===== src/mgmt_consts.svh =====
`ifndef MGMT_CONSTS_SVH
`define MGMT_CONSTS_SVH

// management port widths
`define MGMT_DATA_W     32
`define MGMT_ADDR_W     10

// receive statistics
`define STAT_W          64              // one counter, read back as two words
`define NUM_RX_STAT     19
`define STAT_IDX_W      5

// address bit 9 high selects config space, low selects statistics
`define CFG_SPACE_BIT   9

// config register offsets within addr[8:0]
`define CFG_ADDR_RX0    9'h000
`define CFG_ADDR_RX1    9'h040
`define CFG_ADDR_TX     9'h080
`define CFG_ADDR_FC     9'h0C0
`define CFG_ADDR_RS     9'h100

// config register reset values
`define CFG_RST_RX0     32'h0000_0000
`define CFG_RST_RX1     32'h1000_0000
`define CFG_RST_TX      32'h1000_0000
`define CFG_RST_FC      32'h6000_0000
`define CFG_RST_RS      32'h0000_0000

// packed vectors to the receive and transmit paths
`define CFG_RX_W        53
`define CFG_TX_W        10

`endif


===== src/mgmt_pkg.sv =====
package mgmt_pkg;

        // opcode on the management port, 00 and 11 are not decoded
        typedef enum logic [1:0] {
                OP_WRITE = 2'b01,
                OP_READ  = 2'b10
        } mgmt_op_e;

        // class of an accepted request
        typedef enum logic [1:0] {
                KIND_CFG_WR,
                KIND_CFG_RD,
                KIND_STAT_RD
        } req_kind_e;

        // target config register, CFG_NONE for an unmapped offset
        typedef enum logic [2:0] {
                CFG_RX0,
                CFG_RX1,
                CFG_TX,
                CFG_FC,
                CFG_RS,
                CFG_NONE
        } cfg_sel_e;

        // result stage, RES_HIGH sends the upper statistics word
        typedef enum logic {
                RES_IDLE,
                RES_HIGH
        } res_state_e;

endpackage


===== src/mgmt_req_if.sv =====
`timescale 1ns/10ps
`include "mgmt_consts.svh"

// decoded request, one cycle strobe, no back-pressure
interface mgmt_req_if import mgmt_pkg::*; ();

        logic                           valid;          // request strobe
        req_kind_e                      kind;           // cfg write, cfg read or stat read
        cfg_sel_e                       cfg_sel;        // config register target
        logic [`STAT_IDX_W-1:0]         stat_idx;       // counter index
        logic [`MGMT_DATA_W-1:0]        wr_data;        // config write data

        // decode side
        modport dec (
                output valid,
                output kind,
                output cfg_sel,
                output stat_idx,
                output wr_data
        );

        // execute side
        modport exe (
                input valid,
                input kind,
                input cfg_sel,
                input stat_idx,
                input wr_data
        );

endinterface


===== src/mgmt_decode.sv =====
`timescale 1ns/10ps
`include "mgmt_consts.svh"

module mgmt_decode import mgmt_pkg::*; (
        input  logic                            rxclk,
        input  logic                            reset,
        input  logic                            mgmt_req_i,     // single cycle strobe
        input  mgmt_op_e                        mgmt_opcode_i,
        input  logic [`MGMT_ADDR_W-1:0]         mgmt_addr_i,
        input  logic [`MGMT_DATA_W-1:0]         mgmt_wr_data_i,
        output logic                            mgmt_rdy_o,
        mgmt_req_if.dec                         req
);

        logic           accept;         // request seen while ready
        logic           cfg_space;
        logic           is_rd;
        logic           is_wr;
        logic           take;           // accepted and worth executing
        logic [1:0]     busy_cnt;       // cycles left in a stat read
        cfg_sel_e       sel_d;

        ////////////////////
        // classify

        assign accept    = mgmt_req_i & mgmt_rdy_o;
        assign cfg_space = mgmt_addr_i[`CFG_SPACE_BIT];
        assign is_rd     = (mgmt_opcode_i == OP_READ);
        assign is_wr     = (mgmt_opcode_i == OP_WRITE);
        // statistics space is read only, writes there are dropped here
        assign take      = accept & (cfg_space ? (is_rd | is_wr) : is_rd);

        always_comb begin
                case (mgmt_addr_i[`CFG_SPACE_BIT-1:0])
                        `CFG_ADDR_RX0: sel_d = CFG_RX0;
                        `CFG_ADDR_RX1: sel_d = CFG_RX1;
                        `CFG_ADDR_TX:  sel_d = CFG_TX;
                        `CFG_ADDR_FC:  sel_d = CFG_FC;
                        `CFG_ADDR_RS:  sel_d = CFG_RS;
                        default:       sel_d = CFG_NONE;        // reads back zero
                endcase
        end

        ////////////////////
        // request register

        always_ff @(posedge rxclk or posedge reset) begin
                if (reset)
                        req.valid <= 1'b0;
                else
                        req.valid <= take;
        end

        always_ff @(posedge rxclk) begin
                if (take) begin
                        req.kind    <= cfg_space ? (is_wr ? KIND_CFG_WR : KIND_CFG_RD)
                                                 : KIND_STAT_RD;
                        req.cfg_sel <= sel_d;
                        // offsets past 0x1f park on an index that reads zero
                        req.stat_idx <= (|mgmt_addr_i[`CFG_SPACE_BIT-1:`STAT_IDX_W]) ?
                                        '1 : mgmt_addr_i[`STAT_IDX_W-1:0];
                        req.wr_data <= mgmt_wr_data_i;
                end
        end

        ////////////////////
        // ready tracking

        always_ff @(posedge rxclk or posedge reset) begin
                if (reset)
                        busy_cnt <= 2'd0;
                else if (accept && !cfg_space && is_rd)
                        busy_cnt <= 2'd3;               // execute, low word, high word
                else if (busy_cnt != 2'd0)
                        busy_cnt <= busy_cnt - 2'd1;
        end

        assign mgmt_rdy_o = (busy_cnt == 2'd0);     // cfg requests never stall

endmodule


===== src/mgmt_execute.sv =====
`timescale 1ns/10ps
`include "mgmt_consts.svh"

module mgmt_execute import mgmt_pkg::*; (
        input  logic                            rxclk,
        input  logic                            reset,
        mgmt_req_if.exe                         req,
        input  logic [`NUM_RX_STAT-1:0]         rx_stat_inc_i,  // one strobe per counter
        output logic [`CFG_RX_W-1:0]            cfg_rx_o,
        output logic [`CFG_TX_W-1:0]            cfg_tx_o,
        output logic                            rd_valid_o,
        output logic                            rd_wide_o,      // stat read, two words
        output logic [`STAT_W-1:0]              rd_data_o
);

        logic [`MGMT_DATA_W-1:0]        rx_cfg0;        // receive config 0
        logic [`MGMT_DATA_W-1:0]        rx_cfg1;        // receive config 1
        logic [`MGMT_DATA_W-1:0]        tx_cfg;
        logic [`MGMT_DATA_W-1:0]        fc_cfg;         // flow control
        logic [`MGMT_DATA_W-1:0]        rs_cfg;         // reconciliation sublayer
        logic [`STAT_W-1:0]             stat_cnt [`NUM_RX_STAT];
        logic [`MGMT_DATA_W-1:0]        cfg_word;
        logic [`STAT_W-1:0]             stat_word;
        logic                           cfg_wr;
        logic                           rd_req;

        assign cfg_wr = req.valid & (req.kind == KIND_CFG_WR);
        assign rd_req = req.valid & (req.kind != KIND_CFG_WR);

        ////////////////////
        // config registers

        always_ff @(posedge rxclk or posedge reset) begin
                if (reset) begin
                        rx_cfg0 <= `CFG_RST_RX0;
                        rx_cfg1 <= `CFG_RST_RX1;
                        tx_cfg  <= `CFG_RST_TX;
                        fc_cfg  <= `CFG_RST_FC;
                        rs_cfg  <= `CFG_RST_RS;
                end else if (cfg_wr) begin
                        case (req.cfg_sel)
                                CFG_RX0: rx_cfg0 <= req.wr_data;
                                CFG_RX1: rx_cfg1 <= req.wr_data;
                                CFG_TX:  tx_cfg  <= req.wr_data;
                                CFG_FC:  fc_cfg  <= req.wr_data;
                                CFG_RS:  rs_cfg  <= req.wr_data;
                                default: ;                      // unmapped, dropped
                        endcase
                end
        end

        // vectors follow the registers directly, a write shows from E1
        assign cfg_rx_o = {rx_cfg1[31:27], rx_cfg1[15:0], rx_cfg0};
        assign cfg_tx_o = {rs_cfg[27], tx_cfg[31:24], fc_cfg[30]};

        ////////////////////
        // rx statistics

        always_ff @(posedge rxclk or posedge reset) begin
                if (reset) begin
                        for (int i = 0; i < `NUM_RX_STAT; i++)
                                stat_cnt[i] <= '0;
                end else begin
                        for (int i = 0; i < `NUM_RX_STAT; i++)
                                if (rx_stat_inc_i[i])
                                        stat_cnt[i] <= stat_cnt[i] + 1'b1;
                end
        end

        ////////////////////
        // read data

        always_comb begin
                case (req.cfg_sel)
                        CFG_RX0: cfg_word = rx_cfg0;
                        CFG_RX1: cfg_word = rx_cfg1;
                        CFG_TX:  cfg_word = tx_cfg;
                        CFG_FC:  cfg_word = fc_cfg;
                        CFG_RS:  cfg_word = rs_cfg;
                        default: cfg_word = '0;
                endcase
        end

        // index 0x13 and up has no counter behind it
        assign stat_word = (req.stat_idx < `STAT_IDX_W'(`NUM_RX_STAT)) ?
                           stat_cnt[req.stat_idx] : '0;

        always_ff @(posedge rxclk or posedge reset) begin
                if (reset) begin
                        rd_valid_o <= 1'b0;
                        rd_wide_o  <= 1'b0;
                end else begin
                        rd_valid_o <= rd_req;
                        rd_wide_o  <= rd_req & (req.kind == KIND_STAT_RD);
                end
        end

        // counter value as it stood before this edge
        always_ff @(posedge rxclk) begin
                if (rd_req)
                        rd_data_o <= (req.kind == KIND_STAT_RD) ? stat_word
                                                                : {32'b0, cfg_word};
        end

endmodule


===== src/mgmt_result.sv =====
`timescale 1ns/10ps
`include "mgmt_consts.svh"

module mgmt_result import mgmt_pkg::*; (
        input  logic                            rxclk,
        input  logic                            reset,
        input  logic                            rd_valid_i,
        input  logic                            rd_wide_i,      // high word follows
        input  logic [`STAT_W-1:0]              rd_data_i,
        output logic [`MGMT_DATA_W-1:0]         mgmt_rd_data_o,
        output logic                            mgmt_rd_valid_o
);

        res_state_e                     state;
        logic [`MGMT_DATA_W-1:0]        hi_word;        // upper half of a stat read

        always_ff @(posedge rxclk) begin
                if (rd_valid_i && rd_wide_i)
                        hi_word <= rd_data_i[`STAT_W-1:`MGMT_DATA_W];
        end

        ////////////////////
        // word sequencing

        always_ff @(posedge rxclk or posedge reset) begin
                if (reset) begin
                        state           <= RES_IDLE;
                        mgmt_rd_valid_o <= 1'b0;
                        mgmt_rd_data_o  <= '0;
                end else begin
                        case (state)
                                RES_IDLE: begin
                                        mgmt_rd_valid_o <= rd_valid_i;
                                        if (rd_valid_i) begin
                                                // low word goes out first
                                                mgmt_rd_data_o <= rd_data_i[`MGMT_DATA_W-1:0];
                                                if (rd_wide_i)
                                                        state <= RES_HIGH;
                                        end
                                end
                                RES_HIGH: begin
                                        mgmt_rd_valid_o <= 1'b1;
                                        mgmt_rd_data_o  <= hi_word;
                                        state           <= RES_IDLE;
                                end
                                default: begin
                                        mgmt_rd_valid_o <= 1'b0;
                                        state           <= RES_IDLE;
                                end
                        endcase
                end
        end

        // data holds between reads, only valid moves back low

endmodule


===== src/mgmt_top.sv =====
`timescale 1ns/10ps
`include "mgmt_consts.svh"

module mgmt_top import mgmt_pkg::*; (
        input  logic                            rxclk,
        input  logic                            reset,
        input  logic                            mgmt_req_i,
        input  mgmt_op_e                        mgmt_opcode_i,
        input  logic [`MGMT_ADDR_W-1:0]         mgmt_addr_i,
        input  logic [`MGMT_DATA_W-1:0]         mgmt_wr_data_i,
        input  logic [`NUM_RX_STAT-1:0]         rx_stat_inc_i,
        output logic [`MGMT_DATA_W-1:0]         mgmt_rd_data_o,
        output logic                            mgmt_rd_valid_o,
        output logic                            mgmt_rdy_o,
        output logic [`CFG_RX_W-1:0]            cfg_rx_o,
        output logic [`CFG_TX_W-1:0]            cfg_tx_o
);

        logic                   rd_valid;       // execute to result
        logic                   rd_wide;
        logic [`STAT_W-1:0]     rd_data;

        mgmt_req_if req_bus ();                 // decode to execute

        ////////////////////
        // stages

        mgmt_decode u_decode (
                .rxclk          (rxclk),
                .reset          (reset),
                .mgmt_req_i     (mgmt_req_i),
                .mgmt_opcode_i  (mgmt_opcode_i),
                .mgmt_addr_i    (mgmt_addr_i),
                .mgmt_wr_data_i (mgmt_wr_data_i),
                .mgmt_rdy_o     (mgmt_rdy_o),
                .req            (req_bus.dec)
        );

        mgmt_execute u_execute (
                .rxclk          (rxclk),
                .reset          (reset),
                .req            (req_bus.exe),
                .rx_stat_inc_i  (rx_stat_inc_i),
                .cfg_rx_o       (cfg_rx_o),
                .cfg_tx_o       (cfg_tx_o),
                .rd_valid_o     (rd_valid),
                .rd_wide_o      (rd_wide),
                .rd_data_o      (rd_data)
        );

        mgmt_result u_result (
                .rxclk           (rxclk),
                .reset           (reset),
                .rd_valid_i      (rd_valid),
                .rd_wide_i       (rd_wide),
                .rd_data_i       (rd_data),
                .mgmt_rd_data_o  (mgmt_rd_data_o),
                .mgmt_rd_valid_o (mgmt_rd_valid_o)
        );

endmodule


===== config.mk =====
export PLATFORM = sky130hd
export DESIGN_NAME = mgmt_top
export DESIGN_NICKNAME = d
export VERILOG_FILES = /design/src/mgmt_pkg.sv /design/src/mgmt_req_if.sv /design/src/mgmt_decode.sv /design/src/mgmt_execute.sv /design/src/mgmt_result.sv /design/src/mgmt_top.sv
export VERILOG_INCLUDE_DIRS = /design/src
export SDC_FILE = /design/constraint.sdc
export NUM_CORES = 2
export LEC_CHECK = 0
export BUFFER_PORTS_ARGS = -buffer_cell sky130_fd_sc_hd__buf_4
export CELL_PAD_IN_SITES_DETAIL_PLACEMENT = 1
export CELL_PAD_IN_SITES_GLOBAL_PLACEMENT = 2
export CORE_ASPECT_RATIO = 0.9
export CORE_UTILIZATION = 44
export DETAILED_ROUTE_END_ITERATION = 16
export GPL_ROUTABILITY_DRIVEN = 0
export MAX_ROUTING_LAYER = met4
export PLACE_DENSITY = 0.8
export SLEW_MARGIN = 25
export SYNTH_ARGS = -nofsm -noshare
export SYNTH_HDL_FRONTEND = slang
export SYNTH_HIERARCHICAL = 1
export SYNTH_SLANG_ARGS = --single-unit

===== constraint.sdc =====
create_clock -name rxclk -period 49.5 [get_ports rxclk]
set_input_delay 7.425 -clock rxclk [delete_from_list [all_inputs] [get_ports rxclk]]
set_output_delay 7.425 -clock rxclk [all_outputs]
set_load 0.05 [all_outputs]

==> impl_metrics.toml <==
[routing]
drtIter0Drc = 4619
ant_nets = 0
vias_per_cell = 5.97
drc = 0
routedWlPerCell_um = 27.0
num_vias = 55520
first_pass_iters = 5
finalWirelength_mm = 251

[sta]
finClkSkew_ns = 0.0427
max_freq_mhz = 94.4
tightest_slew_ns = 1.13
finalCriticalPeriod_ns = 10.60
slew_headroom_pct = 24.5
period_share_pct = 21.4
rsz0062_at_grt = "no"
slew_violations = 0
setup_viol = 0
whs_ns = 0.420
finalSetupTns_ns = 0
setup_ws_ns = 38.90
hold_viol_final = 0

[floorplan]
core_um2 = 174000
die_y_um = 400
chipWidth_um = 444
pin_count = 163
dieArea_um2 = 177000
rows = 145
start_util_pct = 44.4

[clocking]
root_buffer = "clkbuf_16"
clock_path_buffers = 3
cts_made_buffers = 169
post_cts_buffers = 0
htree_levels = 4
clock_sinks = 1553
clk_pin_slew_ns = 0.06
cts_tree = "built"
cts_resized = 0
cts_hold_buf = 0
clk_latency_ns = 0.81

[worst_setup_path]
endpoint = "u_execute/stat_cnt[510]"
cpMostUsedCell = "buf_4"
end_kind = "async pin"
cp-start-kind = "primary input"
slowest_stage = "buf_4"
required_ns = 50.32
startpoint = "reset"
r2r_start = "u_decode/req.stat_idx[1]"
crit_fanout = 113
r2r_slack_ns = 44.71
timing.rr.end = "u_execute/rd_data_o[7]"
crit_arrival_ns = 11.42
critPathMaxStageDelay_ns = 0.85
path_cells = "buf_4, inv_8, buf_4, buf_4, buf_6, buf_6"
ff2ff_path_depth = 9
crit_type = "primary input to async pin"

[cells_and_area]
final_cell_mix = "dfrtp_1, xnor2_1, nand2_1"
drive_gt1_share_pct = 14.8
syn_to_final_growth_pct = 11.9
final_util_pct = 49.7
nFillCells = 18161
final_nets = 6973
layout_commonest_cell = "dfrtp_1"

[placed_design]
numPortBuffers = 162
dpl.hpwl_mm = 185
dp_slack_ns = 37.37

[power]
peakVddDrop_uv = 32.3
p_leak_nw = 37.6
powerDensity_nw_per_um2 = 36.5

[min_path]
hold_path_depth = 0
worstHoldStart = "u_execute/rd_data_o[44]"
hp-class = "register to register"

[synth]
syn_area_um2 = 77300
synth_flop_cell = "dfrtp_1"
async_reset_ff_share_pct = 91.1
ys_seq_area_share_pct = 51.2
synthCells = 6748
synth_cell_types = 64
synth_nets = 6836
avgSynthCellArea_um2 = 11.5
synth_edf_count = 138
ys_seq_elements = 1553
yosysWarnings = 6

[global_routing]
antenna_found_initial = 11
grt_max_degree = 162
grt_pass1_vias = 56987
grt_first_pass_wirelength_mm = 382
grt_usage_pct = 29.4
grt.overflow.total = 0

[outcome]
status = "complete, no violations"

[run]
max-cap-violations = 0
==> synthesized netlist by cell type, drive strengths merged, types with 143 or more instances <==
library cell	n	share of area, %
dfrtp	1411	46
xnor2	848	9.6
nand2	618	3.0
nand3	441	2.9
nor2	388	1.9
xor2	349	4.0
nand4	320	2.6
mux2	274	4.0
mux2i	224	2.9
mux4	185	5.4
and3	175	1.4
clkbuf	149	0.73
and4	147	1.7
o21ai	145	0.94
a22oi	143	1.4
==> cells by family (layout without fill, tap and decap cells) <==
group,count (synthesis),count (layout),share of synthesized area (%)
AO/OA/AOI/OAI,480,480,3.83
XOR/XNOR,1197,1197,13.6
adder cells (fa/ha/maj),22,22,0.356
buffers and inverters,351,624,2.02
flip-flops,1553,1553,51.2
multiplexers,683,683,12.3
other,0,5,0
AND/OR/NAND/NOR,2462,2462,16.8
==> area by class of cell <==
| class | count | area, um^2 | share of cell area (%) |
|---|---|---|---|
| Clock buffer | 244 | 4910 | 5.68 |
| Clock inverter | 63 | 748 | 0.865 |
| Sequential cell | 1553 | 39600 | 45.7 |
| Inverter | 82 | 315 | 0.364 |
| Timing Repair Buffer | 235 | 1880 | 2.17 |
| Tap cell | 2278 | 2850 | 3.29 |
| Antenna cell | 5 | 12.5 | 0.0145 |
| Multi-Input combinational cell | 4844 | 36200 | 41.9 |
==> worst min-delay path by stage <==
stage	endpoint
floorplan	u_result/hi_word[0]
global placement	u_result/hi_word[24]
detailed placement	u_result/hi_word[30]
CTS	u_result/hi_word[30]
global route	u_result/hi_word[9]
finish	u_result/hi_word[12]
==> per-layer routing <==
layer	vias to the layer above	GRT usage [%]	share of wire (%)
li1	24421	-	-
met1	29295	41.5	45
met2	1458	43.5	45
met3	346	4.45	5.9
met4	0	9.71	3.5
met5	-	-	0
==> sequential cells by signal (all words and copies together) (netlist names) <==
register and flops:
u_execute/stat_cnt 1216, u_decode/req.kind 2, u_decode/req.wr_data 32, u_execute/rd_data_o 64
u_execute/tx_cfg 32, u_execute/rs_cfg 32, u_result/mgmt_rd_valid_o 1, u_decode/busy_cnt 2
u_result/hi_word 32, u_execute/rd_valid_o 1, u_result/state 1, u_decode/req.stat_idx 5
u_execute/fc_cfg 32, u_execute/rx_cfg0 32, u_execute/rd_wide_o 1, u_execute/rx_cfg1 32
u_decode/req.valid 1, u_decode/req.cfg_sel 3, u_result/mgmt_rd_data_o 32
==> power breakdown <==
part | internal (mW) | switching (mW) | leakage (nW)
Sequential | 1.37 | 0.116 | 20.4
Clock | 0.754 | 0.549 | 2.79
Combinational | 0.140 | 0.233 | 14.4
Total | 2.26 | 0.898 | 37.6
==> stage by stage <==
step | power (mW) | area [um^2] | cells
after floorplan | 1.72 | 77300 | 6748
after global placement | 1.86 | 80800 | 8991
after detailed placement | 1.88 | 80800 | 8991
after CTS | 3.19 | 86500 | 9298
after global routing | 3.27 | 86500 | 9302
final | 3.16 | 86500 | 9304
==> worst max-delay path: cells and delay by family <==
kind     cells  cell delay, ns
buf+inv      6            3.69
Power figures use the tool's default switching activity.
